File: src/logic/frv_core_pkg.sv
// --------------------
// Architectural widths and RV32 encodings of the supported integer subset
// --------------------
`default_nettype none

package frv_core_pkg;

    localparam int XLEN = 32;                           // Data path width

    typedef logic [XLEN-1:0] xlen_t;                    // Data word
    typedef logic [31:0]     instr_t;                   // Instruction word
    typedef logic [4:0]      reg_addr_t;                // Register index

    // Major opcodes
    localparam logic [6:0] OPC_OP     = 7'b0110011;     // Register-register ALU
    localparam logic [6:0] OPC_OP_IMM = 7'b0010011;     // Register-immediate ALU
    localparam logic [6:0] OPC_LUI    = 7'b0110111;
    localparam logic [6:0] OPC_LOAD   = 7'b0000011;
    localparam logic [6:0] OPC_STORE  = 7'b0100011;

    // funct3 codes
    localparam logic [2:0] F3_ADD_SUB = 3'b000;         // ADD, SUB, ADDI
    localparam logic [2:0] F3_SLT     = 3'b010;
    localparam logic [2:0] F3_XOR     = 3'b100;
    localparam logic [2:0] F3_OR      = 3'b110;
    localparam logic [2:0] F3_AND     = 3'b111;
    localparam logic [2:0] F3_WORD    = 3'b010;         // LW and SW width

    // funct7 codes
    localparam logic [6:0] F7_BASE    = 7'b0000000;
    localparam logic [6:0] F7_SUB     = 7'b0100000;     // SUB variant

endpackage

`default_nettype wire

File: src/logic/frv_pipe_pkg.sv
// --------------------
// Micro-op and functional unit codes passed down the pipeline stages
// --------------------
`default_nettype none

package frv_pipe_pkg;

    // ALU operation, also the address add for loads and stores
    typedef enum logic [2:0] {
        UOP_ADD,
        UOP_SUB,
        UOP_AND,
        UOP_OR,
        UOP_XOR,
        UOP_SLT,                                        // Signed compare
        UOP_PASS_B                                      // LUI result
    } uop_e;

    // Unit that finishes the instruction
    typedef enum logic [1:0] {
        FU_NONE,                                        // Unsupported, retires as no-op
        FU_ALU,
        FU_LOAD,
        FU_STORE
    } fu_e;

endpackage

`default_nettype wire

File: src/logic/frv_stage_if.sv
// --------------------
// One instruction moving between two pipeline stages, valid/ready handshake
// --------------------
`default_nettype none

interface frv_stage_if;

    logic                    valid;                     // Item present
    logic                    ready;                     // Consumer takes it this cycle
    frv_core_pkg::reg_addr_t rd;                        // Destination, zero if none
    frv_core_pkg::xlen_t     opr_a;                     // Operand A, later the result
    frv_core_pkg::xlen_t     opr_b;                     // Operand B, later load data
    frv_core_pkg::xlen_t     store_data;                // SW data
    frv_pipe_pkg::uop_e      uop;
    frv_pipe_pkg::fu_e       fu;
    frv_core_pkg::instr_t    instr;                     // Word for the retire trace

    modport producer (
        output valid, rd, opr_a, opr_b, store_data, uop, fu, instr,
        input  ready
    );

    modport consumer (
        input  valid, rd, opr_a, opr_b, store_data, uop, fu, instr,
        output ready
    );

endinterface

`default_nettype wire

File: src/logic/frv_gprs.sv
// --------------------
// General purpose registers, two combinational reads and one write, x0 reads zero
// --------------------
`default_nettype none

module frv_gprs #(
    parameter int NUM_REGS = 32                         // 16 for RV32E
) (
    input  logic                    g_clk,
    input  logic                    arst_n,
    input  frv_core_pkg::reg_addr_t rs1_addr,
    input  frv_core_pkg::reg_addr_t rs2_addr,
    output frv_core_pkg::xlen_t     rs1_data,
    output frv_core_pkg::xlen_t     rs2_data,
    input  logic                    rd_wen,
    input  frv_core_pkg::reg_addr_t rd_addr,
    input  frv_core_pkg::xlen_t     rd_wdata
);

    frv_core_pkg::xlen_t regs [1:NUM_REGS-1];           // No storage for x0

    // No write bypass, decode forwards from writeback
    assign rs1_data = (rs1_addr != '0 && rs1_addr < NUM_REGS) ? regs[rs1_addr] : '0;
    assign rs2_data = (rs2_addr != '0 && rs2_addr < NUM_REGS) ? regs[rs2_addr] : '0;

    always_ff @(posedge g_clk or negedge arst_n) begin
        if (!arst_n) begin
            for (int i = 1; i < NUM_REGS; i++) begin
                regs[i] <= {frv_core_pkg::XLEN{1'b0}};
            end
        end else if (rd_wen && rd_addr != '0 && rd_addr < NUM_REGS) begin
            regs[rd_addr] <= rd_wdata;
        end
    end

endmodule

`default_nettype wire

File: src/logic/frv_pipeline.sv
// --------------------
// RV32 integer data pipeline with decode, execute, memory and writeback
// Runs ADD SUB AND OR XOR SLT ADDI LUI LW SW; other words retire as no-ops
// --------------------
`default_nettype none

module frv_pipeline #(
    parameter int NUM_REGS = 32                         // Architectural registers
) (
    input  logic                    g_clk,              // Global clock
    input  logic                    arst_n,             // Async reset, active low
    input  logic                    instr_valid,        // Instruction offered
    output logic                    instr_ready,        // Decode takes it
    input  frv_core_pkg::instr_t    instr_data,
    output logic                    dmem_req,           // Held until grant
    output logic                    dmem_wen,           // Store request
    output frv_core_pkg::xlen_t     dmem_addr,
    output frv_core_pkg::xlen_t     dmem_wdata,
    input  logic                    dmem_gnt,           // Request completes
    input  frv_core_pkg::xlen_t     dmem_rdata,         // Load data, with grant
    output logic                    trs_valid,          // One pulse per retire
    output frv_core_pkg::instr_t    trs_instr,
    output frv_core_pkg::reg_addr_t trs_rd,
    output frv_core_pkg::xlen_t     trs_wdata
);

    // Register file
    frv_core_pkg::reg_addr_t rs1_addr;
    frv_core_pkg::reg_addr_t rs2_addr;
    frv_core_pkg::xlen_t     rs1_data;
    frv_core_pkg::xlen_t     rs2_data;
    logic                    rd_wen;
    frv_core_pkg::reg_addr_t rd_addr;
    frv_core_pkg::xlen_t     rd_wdata;

    // Forwarding from the later stages
    frv_core_pkg::reg_addr_t fwd_s2_rd;
    frv_core_pkg::reg_addr_t fwd_s3_rd;
    frv_core_pkg::reg_addr_t fwd_s4_rd;
    frv_core_pkg::xlen_t     fwd_s2_wdata;
    frv_core_pkg::xlen_t     fwd_s3_wdata;
    frv_core_pkg::xlen_t     fwd_s4_wdata;
    logic                    fwd_s2_load;
    logic                    fwd_s3_load;

    // --------------------
    // Stage links
    frv_stage_if s2_if ();                              // Decode to execute
    frv_stage_if s3_if ();                              // Execute to memory
    frv_stage_if s4_if ();                              // Memory to writeback

    frv_pipeline_decode i_pipeline_s1_decode (
        .g_clk, .arst_n,
        .instr_valid, .instr_ready, .instr_data,
        .rs1_addr, .rs2_addr, .rs1_data, .rs2_data,
        .fwd_s2_rd, .fwd_s3_rd, .fwd_s4_rd,
        .fwd_s2_wdata, .fwd_s3_wdata, .fwd_s4_wdata,
        .fwd_s2_load, .fwd_s3_load,
        .s2             (s2_if.producer)
    );

    frv_pipeline_execute i_pipeline_s2_execute (
        .g_clk, .arst_n,
        .s2             (s2_if.consumer),
        .s3             (s3_if.producer),
        .fwd_s2_rd, .fwd_s2_wdata, .fwd_s2_load
    );

    frv_pipeline_memory i_pipeline_s3_memory (
        .g_clk, .arst_n,
        .s3             (s3_if.consumer),
        .s4             (s4_if.producer),
        .dmem_req, .dmem_wen, .dmem_addr, .dmem_wdata, .dmem_gnt, .dmem_rdata,
        .fwd_s3_rd, .fwd_s3_wdata, .fwd_s3_load
    );

    frv_pipeline_writeback i_pipeline_s4_writeback (
        .g_clk, .arst_n,
        .s4             (s4_if.consumer),
        .rd_wen, .rd_addr, .rd_wdata,
        .fwd_s4_rd, .fwd_s4_wdata,
        .trs_valid, .trs_instr, .trs_rd, .trs_wdata
    );

    frv_gprs #(
        .NUM_REGS       (NUM_REGS)
    ) i_gprs (
        .g_clk, .arst_n,
        .rs1_addr, .rs2_addr, .rs1_data, .rs2_data,
        .rd_wen, .rd_addr, .rd_wdata
    );

endmodule

`default_nettype wire

File: src/logic/frv_pipeline_decode.sv
// --------------------
// Decode stage: buffers the incoming word, reads and forwards operands,
// bubbles on load-use hazards and loads the decode to execute register
// --------------------
`default_nettype none

module frv_pipeline_decode (
    input  logic                    g_clk,
    input  logic                    arst_n,
    input  logic                    instr_valid,
    output logic                    instr_ready,
    input  frv_core_pkg::instr_t    instr_data,
    output frv_core_pkg::reg_addr_t rs1_addr,
    output frv_core_pkg::reg_addr_t rs2_addr,
    input  frv_core_pkg::xlen_t     rs1_data,
    input  frv_core_pkg::xlen_t     rs2_data,
    input  frv_core_pkg::reg_addr_t fwd_s2_rd,          // Execute destination
    input  frv_core_pkg::reg_addr_t fwd_s3_rd,          // Memory destination
    input  frv_core_pkg::reg_addr_t fwd_s4_rd,          // Writeback destination
    input  frv_core_pkg::xlen_t     fwd_s2_wdata,
    input  frv_core_pkg::xlen_t     fwd_s3_wdata,
    input  frv_core_pkg::xlen_t     fwd_s4_wdata,
    input  logic                    fwd_s2_load,        // Result not known yet
    input  logic                    fwd_s3_load,
    frv_stage_if.producer           s2
);

    logic                    active;                    // First cycle after reset done
    logic                    s1_valid;
    frv_core_pkg::instr_t    s1_instr;                  // Instruction buffer
    logic                    s2_free;                   // Execute register can load
    logic                    s1_go;                     // Item leaves decode
    logic                    use_rs1;
    logic                    use_rs2;
    logic [2:0]              hzd1;                      // rs1 hits {wb, mem, exe}
    logic [2:0]              hzd2;
    logic                    bubble;
    frv_core_pkg::xlen_t     rs1_val;                   // Operands after forwarding
    frv_core_pkg::xlen_t     rs2_val;
    frv_core_pkg::xlen_t     imm_i;
    frv_core_pkg::xlen_t     imm_s;
    frv_pipe_pkg::uop_e      d_uop;
    frv_pipe_pkg::fu_e       d_fu;
    frv_core_pkg::xlen_t     d_opr_b;
    frv_core_pkg::reg_addr_t d_rd;

    function automatic logic src_hit(input logic used, input frv_core_pkg::reg_addr_t src,
                                     input frv_core_pkg::reg_addr_t dst);
        return used && (src != '0) && (src == dst);     // x0 never hazards
    endfunction

    // --------------------
    // Hazards and forwarding
    assign rs1_addr = s1_instr[19:15];
    assign rs2_addr = s1_instr[24:20];
    assign use_rs1  = s1_instr[6:0] inside {frv_core_pkg::OPC_OP, frv_core_pkg::OPC_OP_IMM,
                                            frv_core_pkg::OPC_LOAD, frv_core_pkg::OPC_STORE};
    assign use_rs2  = s1_instr[6:0] inside {frv_core_pkg::OPC_OP, frv_core_pkg::OPC_STORE};

    assign hzd1 = {src_hit(use_rs1, rs1_addr, fwd_s4_rd), src_hit(use_rs1, rs1_addr, fwd_s3_rd),
                   src_hit(use_rs1, rs1_addr, fwd_s2_rd)};
    assign hzd2 = {src_hit(use_rs2, rs2_addr, fwd_s4_rd), src_hit(use_rs2, rs2_addr, fwd_s3_rd),
                   src_hit(use_rs2, rs2_addr, fwd_s2_rd)};

    // Youngest match wins
    assign rs1_val = hzd1[0] ? fwd_s2_wdata : hzd1[1] ? fwd_s3_wdata :
                     hzd1[2] ? fwd_s4_wdata : rs1_data;
    assign rs2_val = hzd2[0] ? fwd_s2_wdata : hzd2[1] ? fwd_s3_wdata :
                     hzd2[2] ? fwd_s4_wdata : rs2_data;

    // Wait for loads to reach writeback
    assign bubble = ((hzd1[0] || hzd2[0]) && fwd_s2_load) ||
                    ((hzd1[1] || hzd2[1]) && fwd_s3_load);

    assign s2_free     = !s2.valid || s2.ready;
    assign s1_go       = s1_valid && !bubble && s2_free;
    assign instr_ready = active && (!s1_valid || s1_go);

    // --------------------
    // Instruction decode
    assign imm_i = {{20{s1_instr[31]}}, s1_instr[31:20]};
    assign imm_s = {{20{s1_instr[31]}}, s1_instr[31:25], s1_instr[11:7]};

    always_comb begin
        d_uop   = frv_pipe_pkg::UOP_ADD;                // Also the address add
        d_fu    = frv_pipe_pkg::FU_NONE;
        d_opr_b = rs2_val;
        case (s1_instr[6:0])
            frv_core_pkg::OPC_OP: begin
                d_fu = frv_pipe_pkg::FU_ALU;
                case ({s1_instr[31:25], s1_instr[14:12]})
                    {frv_core_pkg::F7_BASE, frv_core_pkg::F3_ADD_SUB}: d_uop = frv_pipe_pkg::UOP_ADD;
                    {frv_core_pkg::F7_SUB,  frv_core_pkg::F3_ADD_SUB}: d_uop = frv_pipe_pkg::UOP_SUB;
                    {frv_core_pkg::F7_BASE, frv_core_pkg::F3_SLT}:     d_uop = frv_pipe_pkg::UOP_SLT;
                    {frv_core_pkg::F7_BASE, frv_core_pkg::F3_XOR}:     d_uop = frv_pipe_pkg::UOP_XOR;
                    {frv_core_pkg::F7_BASE, frv_core_pkg::F3_OR}:      d_uop = frv_pipe_pkg::UOP_OR;
                    {frv_core_pkg::F7_BASE, frv_core_pkg::F3_AND}:     d_uop = frv_pipe_pkg::UOP_AND;
                    default: d_fu = frv_pipe_pkg::FU_NONE;  // Shifts, SLTU
                endcase
            end
            frv_core_pkg::OPC_OP_IMM: if (s1_instr[14:12] == frv_core_pkg::F3_ADD_SUB) begin
                d_fu    = frv_pipe_pkg::FU_ALU;         // ADDI only
                d_opr_b = imm_i;
            end
            frv_core_pkg::OPC_LUI: begin
                d_fu    = frv_pipe_pkg::FU_ALU;
                d_uop   = frv_pipe_pkg::UOP_PASS_B;
                d_opr_b = {s1_instr[31:12], 12'h000};
            end
            frv_core_pkg::OPC_LOAD: if (s1_instr[14:12] == frv_core_pkg::F3_WORD) begin
                d_fu    = frv_pipe_pkg::FU_LOAD;
                d_opr_b = imm_i;
            end
            frv_core_pkg::OPC_STORE: if (s1_instr[14:12] == frv_core_pkg::F3_WORD) begin
                d_fu    = frv_pipe_pkg::FU_STORE;
                d_opr_b = imm_s;
            end
            default: d_fu = frv_pipe_pkg::FU_NONE;
        endcase
    end

    // Stores and unsupported words write nothing
    assign d_rd = (d_fu == frv_pipe_pkg::FU_ALU || d_fu == frv_pipe_pkg::FU_LOAD) ?
                  s1_instr[11:7] : '0;

    // --------------------
    // Buffer and decode to execute register
    always_ff @(posedge g_clk or negedge arst_n) begin
        if (!arst_n) begin
            active   <= 1'b0;
            s1_valid <= 1'b0;
            s2.valid <= 1'b0;
        end else begin
            active <= 1'b1;
            if (instr_ready) begin
                s1_valid <= instr_valid;                // Refill or drain
            end
            if (s2_free) begin
                s2.valid <= s1_valid && !bubble;        // Bubble enters as empty slot
            end
        end
    end

    always_ff @(posedge g_clk) begin
        if (instr_valid && instr_ready) begin
            s1_instr <= instr_data;
        end
        if (s1_go) begin
            s2.rd         <= d_rd;
            s2.opr_a      <= rs1_val;
            s2.opr_b      <= d_opr_b;
            s2.store_data <= rs2_val;
            s2.uop        <= d_uop;
            s2.fu         <= d_fu;
            s2.instr      <= s1_instr;
        end
    end

endmodule

`default_nettype wire

File: src/logic/frv_pipeline_execute.sv
// --------------------
// Execute stage: ALU and load/store address add into the execute to memory register
// --------------------
`default_nettype none

module frv_pipeline_execute (
    input  logic                    g_clk,
    input  logic                    arst_n,
    frv_stage_if.consumer           s2,
    frv_stage_if.producer           s3,
    output frv_core_pkg::reg_addr_t fwd_s2_rd,          // Zero when empty
    output frv_core_pkg::xlen_t     fwd_s2_wdata,
    output logic                    fwd_s2_load         // Value still to come
);

    frv_core_pkg::xlen_t alu_result;

    always_comb begin
        case (s2.uop)
            frv_pipe_pkg::UOP_ADD: alu_result = s2.opr_a + s2.opr_b;
            frv_pipe_pkg::UOP_SUB: alu_result = s2.opr_a - s2.opr_b;    // Wraps
            frv_pipe_pkg::UOP_AND: alu_result = s2.opr_a & s2.opr_b;
            frv_pipe_pkg::UOP_OR:  alu_result = s2.opr_a | s2.opr_b;
            frv_pipe_pkg::UOP_XOR: alu_result = s2.opr_a ^ s2.opr_b;
            frv_pipe_pkg::UOP_SLT: alu_result = {{(frv_core_pkg::XLEN-1){1'b0}},
                                                 $signed(s2.opr_a) < $signed(s2.opr_b)};
            default:               alu_result = s2.opr_b;               // LUI
        endcase
    end

    assign s2.ready = !s3.valid || s3.ready;

    assign fwd_s2_rd    = s2.valid ? s2.rd : '0;
    assign fwd_s2_wdata = alu_result;
    assign fwd_s2_load  = s2.valid && (s2.fu == frv_pipe_pkg::FU_LOAD);

    always_ff @(posedge g_clk or negedge arst_n) begin
        if (!arst_n) begin
            s3.valid <= 1'b0;
        end else if (s2.ready) begin
            s3.valid <= s2.valid;
        end
    end

    always_ff @(posedge g_clk) begin
        if (s2.valid && s2.ready) begin
            s3.rd         <= s2.rd;
            s3.opr_a      <= alu_result;                // Result or address
            s3.opr_b      <= s2.opr_b;
            s3.store_data <= s2.store_data;
            s3.uop        <= s2.uop;
            s3.fu         <= s2.fu;
            s3.instr      <= s2.instr;
        end
    end

endmodule

`default_nettype wire

File: src/logic/frv_pipeline_memory.sv
// --------------------
// Memory stage: word requests on the req/gnt data port, held until granted
// --------------------
`default_nettype none

module frv_pipeline_memory (
    input  logic                    g_clk,
    input  logic                    arst_n,
    frv_stage_if.consumer           s3,
    frv_stage_if.producer           s4,
    output logic                    dmem_req,
    output logic                    dmem_wen,
    output frv_core_pkg::xlen_t     dmem_addr,
    output frv_core_pkg::xlen_t     dmem_wdata,
    input  logic                    dmem_gnt,
    input  frv_core_pkg::xlen_t     dmem_rdata,
    output frv_core_pkg::reg_addr_t fwd_s3_rd,
    output frv_core_pkg::xlen_t     fwd_s3_wdata,
    output logic                    fwd_s3_load
);

    logic is_load;
    logic is_store;
    logic s4_free;                                      // Writeback register can load
    logic s3_move;                                      // Item leaves memory

    assign is_load  = s3.valid && (s3.fu == frv_pipe_pkg::FU_LOAD);
    assign is_store = s3.valid && (s3.fu == frv_pipe_pkg::FU_STORE);
    assign s4_free  = !s4.valid || s4.ready;

    // Request stays up and stable until granted
    assign dmem_req   = (is_load || is_store) && s4_free;
    assign dmem_wen   = is_store;
    assign dmem_addr  = s3.opr_a;
    assign dmem_wdata = s3.store_data;

    assign s3_move  = s3.valid && s4_free && (!(is_load || is_store) || dmem_gnt);
    assign s3.ready = !s3.valid || s3_move;

    assign fwd_s3_rd    = s3.valid ? s3.rd : '0;
    assign fwd_s3_wdata = s3.opr_a;
    assign fwd_s3_load  = is_load;

    always_ff @(posedge g_clk or negedge arst_n) begin
        if (!arst_n) begin
            s4.valid <= 1'b0;
        end else if (s4_free) begin
            s4.valid <= s3_move;
        end
    end

    always_ff @(posedge g_clk) begin
        if (s3_move) begin
            s4.rd         <= s3.rd;
            s4.opr_a      <= s3.opr_a;
            s4.opr_b      <= is_load ? dmem_rdata : s3.opr_b;   // Load data rides in B
            s4.store_data <= s3.store_data;
            s4.uop        <= s3.uop;
            s4.fu         <= s3.fu;
            s4.instr      <= s3.instr;
        end
    end

endmodule

`default_nettype wire

File: src/logic/frv_pipeline_writeback.sv
// --------------------
// Writeback stage: register file write and the registered retire trace
// --------------------
`default_nettype none

module frv_pipeline_writeback (
    input  logic                    g_clk,
    input  logic                    arst_n,
    frv_stage_if.consumer           s4,
    output logic                    rd_wen,
    output frv_core_pkg::reg_addr_t rd_addr,
    output frv_core_pkg::xlen_t     rd_wdata,
    output frv_core_pkg::reg_addr_t fwd_s4_rd,
    output frv_core_pkg::xlen_t     fwd_s4_wdata,       // Final, never a pending load
    output logic                    trs_valid,
    output frv_core_pkg::instr_t    trs_instr,
    output frv_core_pkg::reg_addr_t trs_rd,
    output frv_core_pkg::xlen_t     trs_wdata
);

    frv_core_pkg::xlen_t wb_data;

    assign s4.ready = 1'b1;                             // Retires every cycle
    assign wb_data  = (s4.fu == frv_pipe_pkg::FU_LOAD) ? s4.opr_b : s4.opr_a;

    assign rd_wen   = s4.valid && (s4.rd != '0);
    assign rd_addr  = s4.rd;
    assign rd_wdata = wb_data;

    assign fwd_s4_rd    = s4.valid ? s4.rd : '0;
    assign fwd_s4_wdata = wb_data;

    // --------------------
    // Retire trace
    always_ff @(posedge g_clk or negedge arst_n) begin
        if (!arst_n) begin
            trs_valid <= 1'b0;
        end else begin
            trs_valid <= s4.valid;                      // One pulse per item
        end
    end

    always_ff @(posedge g_clk) begin
        if (s4.valid) begin
            trs_instr <= s4.instr;
            trs_rd    <= s4.rd;
            trs_wdata <= rd_wen ? wb_data : '0;         // Zero when nothing written
        end
    end

endmodule

`default_nettype wire

File: config.mk
export PLATFORM = sky130hd
export DESIGN_NAME = frv_pipeline
export DESIGN_NICKNAME = d
export VERILOG_FILES = /design/src/logic/frv_core_pkg.sv /design/src/logic/frv_pipe_pkg.sv /design/src/logic/frv_stage_if.sv /design/src/logic/frv_gprs.sv /design/src/logic/frv_pipeline.sv /design/src/logic/frv_pipeline_decode.sv /design/src/logic/frv_pipeline_execute.sv /design/src/logic/frv_pipeline_memory.sv /design/src/logic/frv_pipeline_writeback.sv
export SDC_FILE = /design/constraint.sdc
export NUM_CORES = 2
export LEC_CHECK = 0
export BUFFER_PORTS_ARGS = -buffer_cell sky130_fd_sc_hd__buf_2
export CORE_MARGIN = 4
export CORE_UTILIZATION = 31
export CTS_BUF_LIST = sky130_fd_sc_hd__clkbuf_4 sky130_fd_sc_hd__clkbuf_8
export DETAILED_ROUTE_END_ITERATION = 16
export PLACE_DENSITY_LB_ADDON = 0.05
export RECOVER_POWER = 25
export SETUP_SLACK_MARGIN = 0.02
export SYNTH_ARGS = -nofsm -noshare
export SYNTH_HDL_FRONTEND = slang
export SYNTH_HIERARCHICAL = 1
export SYNTH_SLANG_ARGS = --single-unit
File: constraint.sdc
create_clock -name g_clk -period 17.2 [get_ports g_clk]
set_input_delay 0 -clock g_clk [delete_from_list [all_inputs] [get_ports g_clk]]
set_output_delay 0 -clock g_clk [all_outputs]
set_load 0.01 [all_outputs]
==> results.md <==
- The flow ran to the end, but the final reports show violations.
- The checks that failed: capacitance limit, slew limit.
- The time the final worst path needs with I/O delays and setup is 9.93 ns.
- In the final routed layout, each cell accounts on average for 32.3 um.
- The number of global-route vias before repair is 57300.
- The synthesized netlist cell count is 6345.
- The average vias per placed instance is 5.53.
- The number of clock sinks is 1475.
- The x dimension of the die is 515 um.
- Power spread over the standard cell area amounts to 136 nW/um^2.
- The critical path is of the reg2reg type.
- The initial antenna violation count was 25.
- The layout net count is 6640.
- The overall die height is 515 um.
- Setup violations remaining at the end of the flow were counted as 0.
- The post-route cell area is 90200 sq um.
- The hold buffer count at cts is 135.
- Leaving out fill and tap cells, the most frequent cell in the layout is sky130_fd_sc_hd__mux2_2.
- The number of I/O pins is 205.
- The peak supply drop is 0.0000464 V.
- At the pin with the least slew margin, the transition time is 7.27 ns.
- The number of nets handed over by synthesis was 6516.
- Yosys printed 6 warnings.
- Routability-driven placement finished with a final weighted congestion of 0.947.
- Clock tree synthesis inserted a total of 294 buffers.
- The pin count of the biggest net entering global routing is 148.
- Headroom to the max-slew limit came out at -3.85.
- The global-route congestion overflow total is 0.
- In the layout the commonest cells are 1059 x sky130_fd_sc_hd__mux2_2, 998 x sky130_fd_sc_hd__dfrtp_1, 669 x sky130_fd_sc_hd__mux2i_1.
- The critical path startpoint category is a flip-flop.
- Measured on the finished design, the core utilization comes to 0.352.
- The CTS H-tree depth is 5.
- The clock-pin transition on the worst setup and hold timing paths is 0.06 ns.
- The number of standard-cell rows in the floorplan is 186.
- The number of resized instances in the post-cts repair step is 0.
- The tightest hold path in the finished design has a slack of 0.168 ns.
- In this run the worst hold path is classified as in2reg.
- TritonCTS built the clock tree.
- The total core area is 256000 sq um.
- STA classifies the critical path endpoint as a flip-flop.
- The achievable clock frequency is 101 MHz.
- The worst-case clock skew is 0.0616 ns.
- The buffer count from post-CTS setup fixing is 0.
- The number of maximum-capacitance constraint violations is 16.
- For this design the static power due to leakage is 38.3 nW.
- The wire-length estimate of the detail-placed layout is 197000 um.
- The routed via count is 55700.
- The first detailed-routing pass ran for 6 iterations.
- After detailed routing, the number of remaining DRC violations is 0.
- The signed area change from the synthesized netlist to the final layout is 13.0%.
- Once placement finished, the instance area stood at 83100 sq um.
- The number of buffers between clock root and the deepest sink is 4.
- The count of nets left with antenna violations once routing finished came out at 0.
- The share of cells above drive strength 1 is 0.314.
- In the final timing run, aggregate negative setup slack is 0 ns.
- The average instance in the mapped netlist occupies 12.6 sq um.
- The count of final hold-check violations is 0.
- The global router's overall resource usage is 0.240.
- The worst-skew pair later-pin latency is 0.95 ns.
- The final max-slew violation count is 697.
- Of all nets on the critical path, the largest fanout is 80.
- The floorplan step defined a die boundary enclosing 266000 sq um.
- The critical path data required time is 17.98 ns.
- In this run the clock root is driven by a sky130_fd_sc_hd__clkbuf_8.
- The number of DRC violations after detailed-routing iteration 0 is 4231.
- Setup repair after global routing left no endpoint under its margin.
- STA puts the critical path data arrival time at 10.72 ns.
- After synthesis the cells add up to 79800 sq um.
- The sum of routed wire length over all layers is 326000 um.
- The global-route wire length before repair is 456000 um.
- The portion of the clock cycle consumed by the worst path in the final layout is 0.577.
- The starting density of the core is 0.311.
- The quantity of I/O buffers inserted on ports is 204.
## path summary, 6_finish.rpt
kind	start	end	slack, ns	cells past startpoint
max reg2reg	i_pipeline_s1_decode/s1_instr[17]	i_pipeline_s1_decode/s2.opr_a[31]	7.27	9
min in group asynchronous	arst_n	i_gprs/regs[949]	1.30	4
max in group asynchronous	arst_n	i_gprs/regs[74]	10.57	7
min	instr_valid	i_pipeline_s1_decode/s1_valid	0.17	5
min reg2reg	i_pipeline_s1_decode/s2.instr[8]	i_pipeline_s2_execute/s3.instr[8]	0.38	0
max	i_pipeline_s1_decode/s1_instr[17]	i_pipeline_s1_decode/s2.opr_a[31]	7.27	9
## flip-flops by register name (all words and copies together), names as in the netlist, 3 cells and up
| register | cells |
|---|---|
| i_pipeline_s1_decode/s2.opr_a | 32 |
| i_pipeline_s3_memory/s4.opr_a | 32 |
| i_pipeline_s1_decode/s1_instr | 32 |
| i_gprs/regs | 992 |
| i_pipeline_s2_execute/s3.store_data | 32 |
| i_pipeline_s2_execute/s3.opr_b | 32 |
| i_pipeline_s1_decode/s2.rd | 5 |
| i_pipeline_s2_execute/s3.instr | 32 |
| i_pipeline_s3_memory/s4.rd | 5 |
| i_pipeline_s3_memory/s4.opr_b | 32 |
| i_pipeline_s4_writeback/trs_rd | 5 |
| i_pipeline_s2_execute/s3.opr_a | 32 |
| i_pipeline_s2_execute/s3.rd | 5 |
| i_pipeline_s1_decode/s2.opr_b | 32 |
| i_pipeline_s4_writeback/trs_wdata | 32 |
| i_pipeline_s1_decode/s2.instr | 32 |
| i_pipeline_s1_decode/s2.store_data | 32 |
| i_pipeline_s4_writeback/trs_instr | 32 |
| i_pipeline_s1_decode/s2.uop | 3 |
| i_pipeline_s3_memory/s4.instr | 32 |
## metrics by stage
stage / total power, mW / cells / setup WS, ns
floorplan: 7.41 / 6345 / 8.93
global route: 12.9 / 10100 / 7.12
detailed placement: 8.46 / 9422 / 11.90
CTS: 12.4 / 10100 / 11.86
global placement: 8.42 / 9422 / 11.85
finish: 12.2 / 10100 / 7.27
## where the power goes
part	internal (mW)	switching (mW)	total (mW)	leakage, nW
sequential	4.63	0.702	5.33	17.6
combinational	1.50	1.60	3.11	17.4
clock	2.17	1.63	3.80	3.25
## cell type report
type	instances	area, sq um
inverter	116	435
fill	25300	166000
clock buffer	457	5640
clock inverter	58	464
multi-input combinational	4055	36500
timing repair buffer	527	3590
antenna	8	20.0
sequential	1475	39300
tap	3384	4230
## critical path, cell delays in order (launching register included)
cell,delay (ns)
sky130_fd_sc_hd__edfxtp_1,0.32
sky130_fd_sc_hd__clkbuf_1,5.02
sky130_fd_sc_hd__nand2b_4,1.93
sky130_fd_sc_hd__buf_4,0.78
sky130_fd_sc_hd__o22ai_1,0.23
sky130_fd_sc_hd__nor3_1,0.07
sky130_fd_sc_hd__nor4b_1,0.75
sky130_fd_sc_hd__mux2_2,0.30
sky130_fd_sc_hd__nor2_1,0.05
sky130_fd_sc_hd__o21ai_0,0.19
## routing by layer
metal / part of all wire / GRT usage / routed length (um)
met3: 0.056 / 0.0382 / 18200
met1: 0.45 / 0.333 / 148000
met5: 0 / 0 / 0
met2: 0.45 / 0.379 / 147000
met4: 0.037 / 0.0856 / 12100
Note: power is estimated with default switching activity, not from simulation.
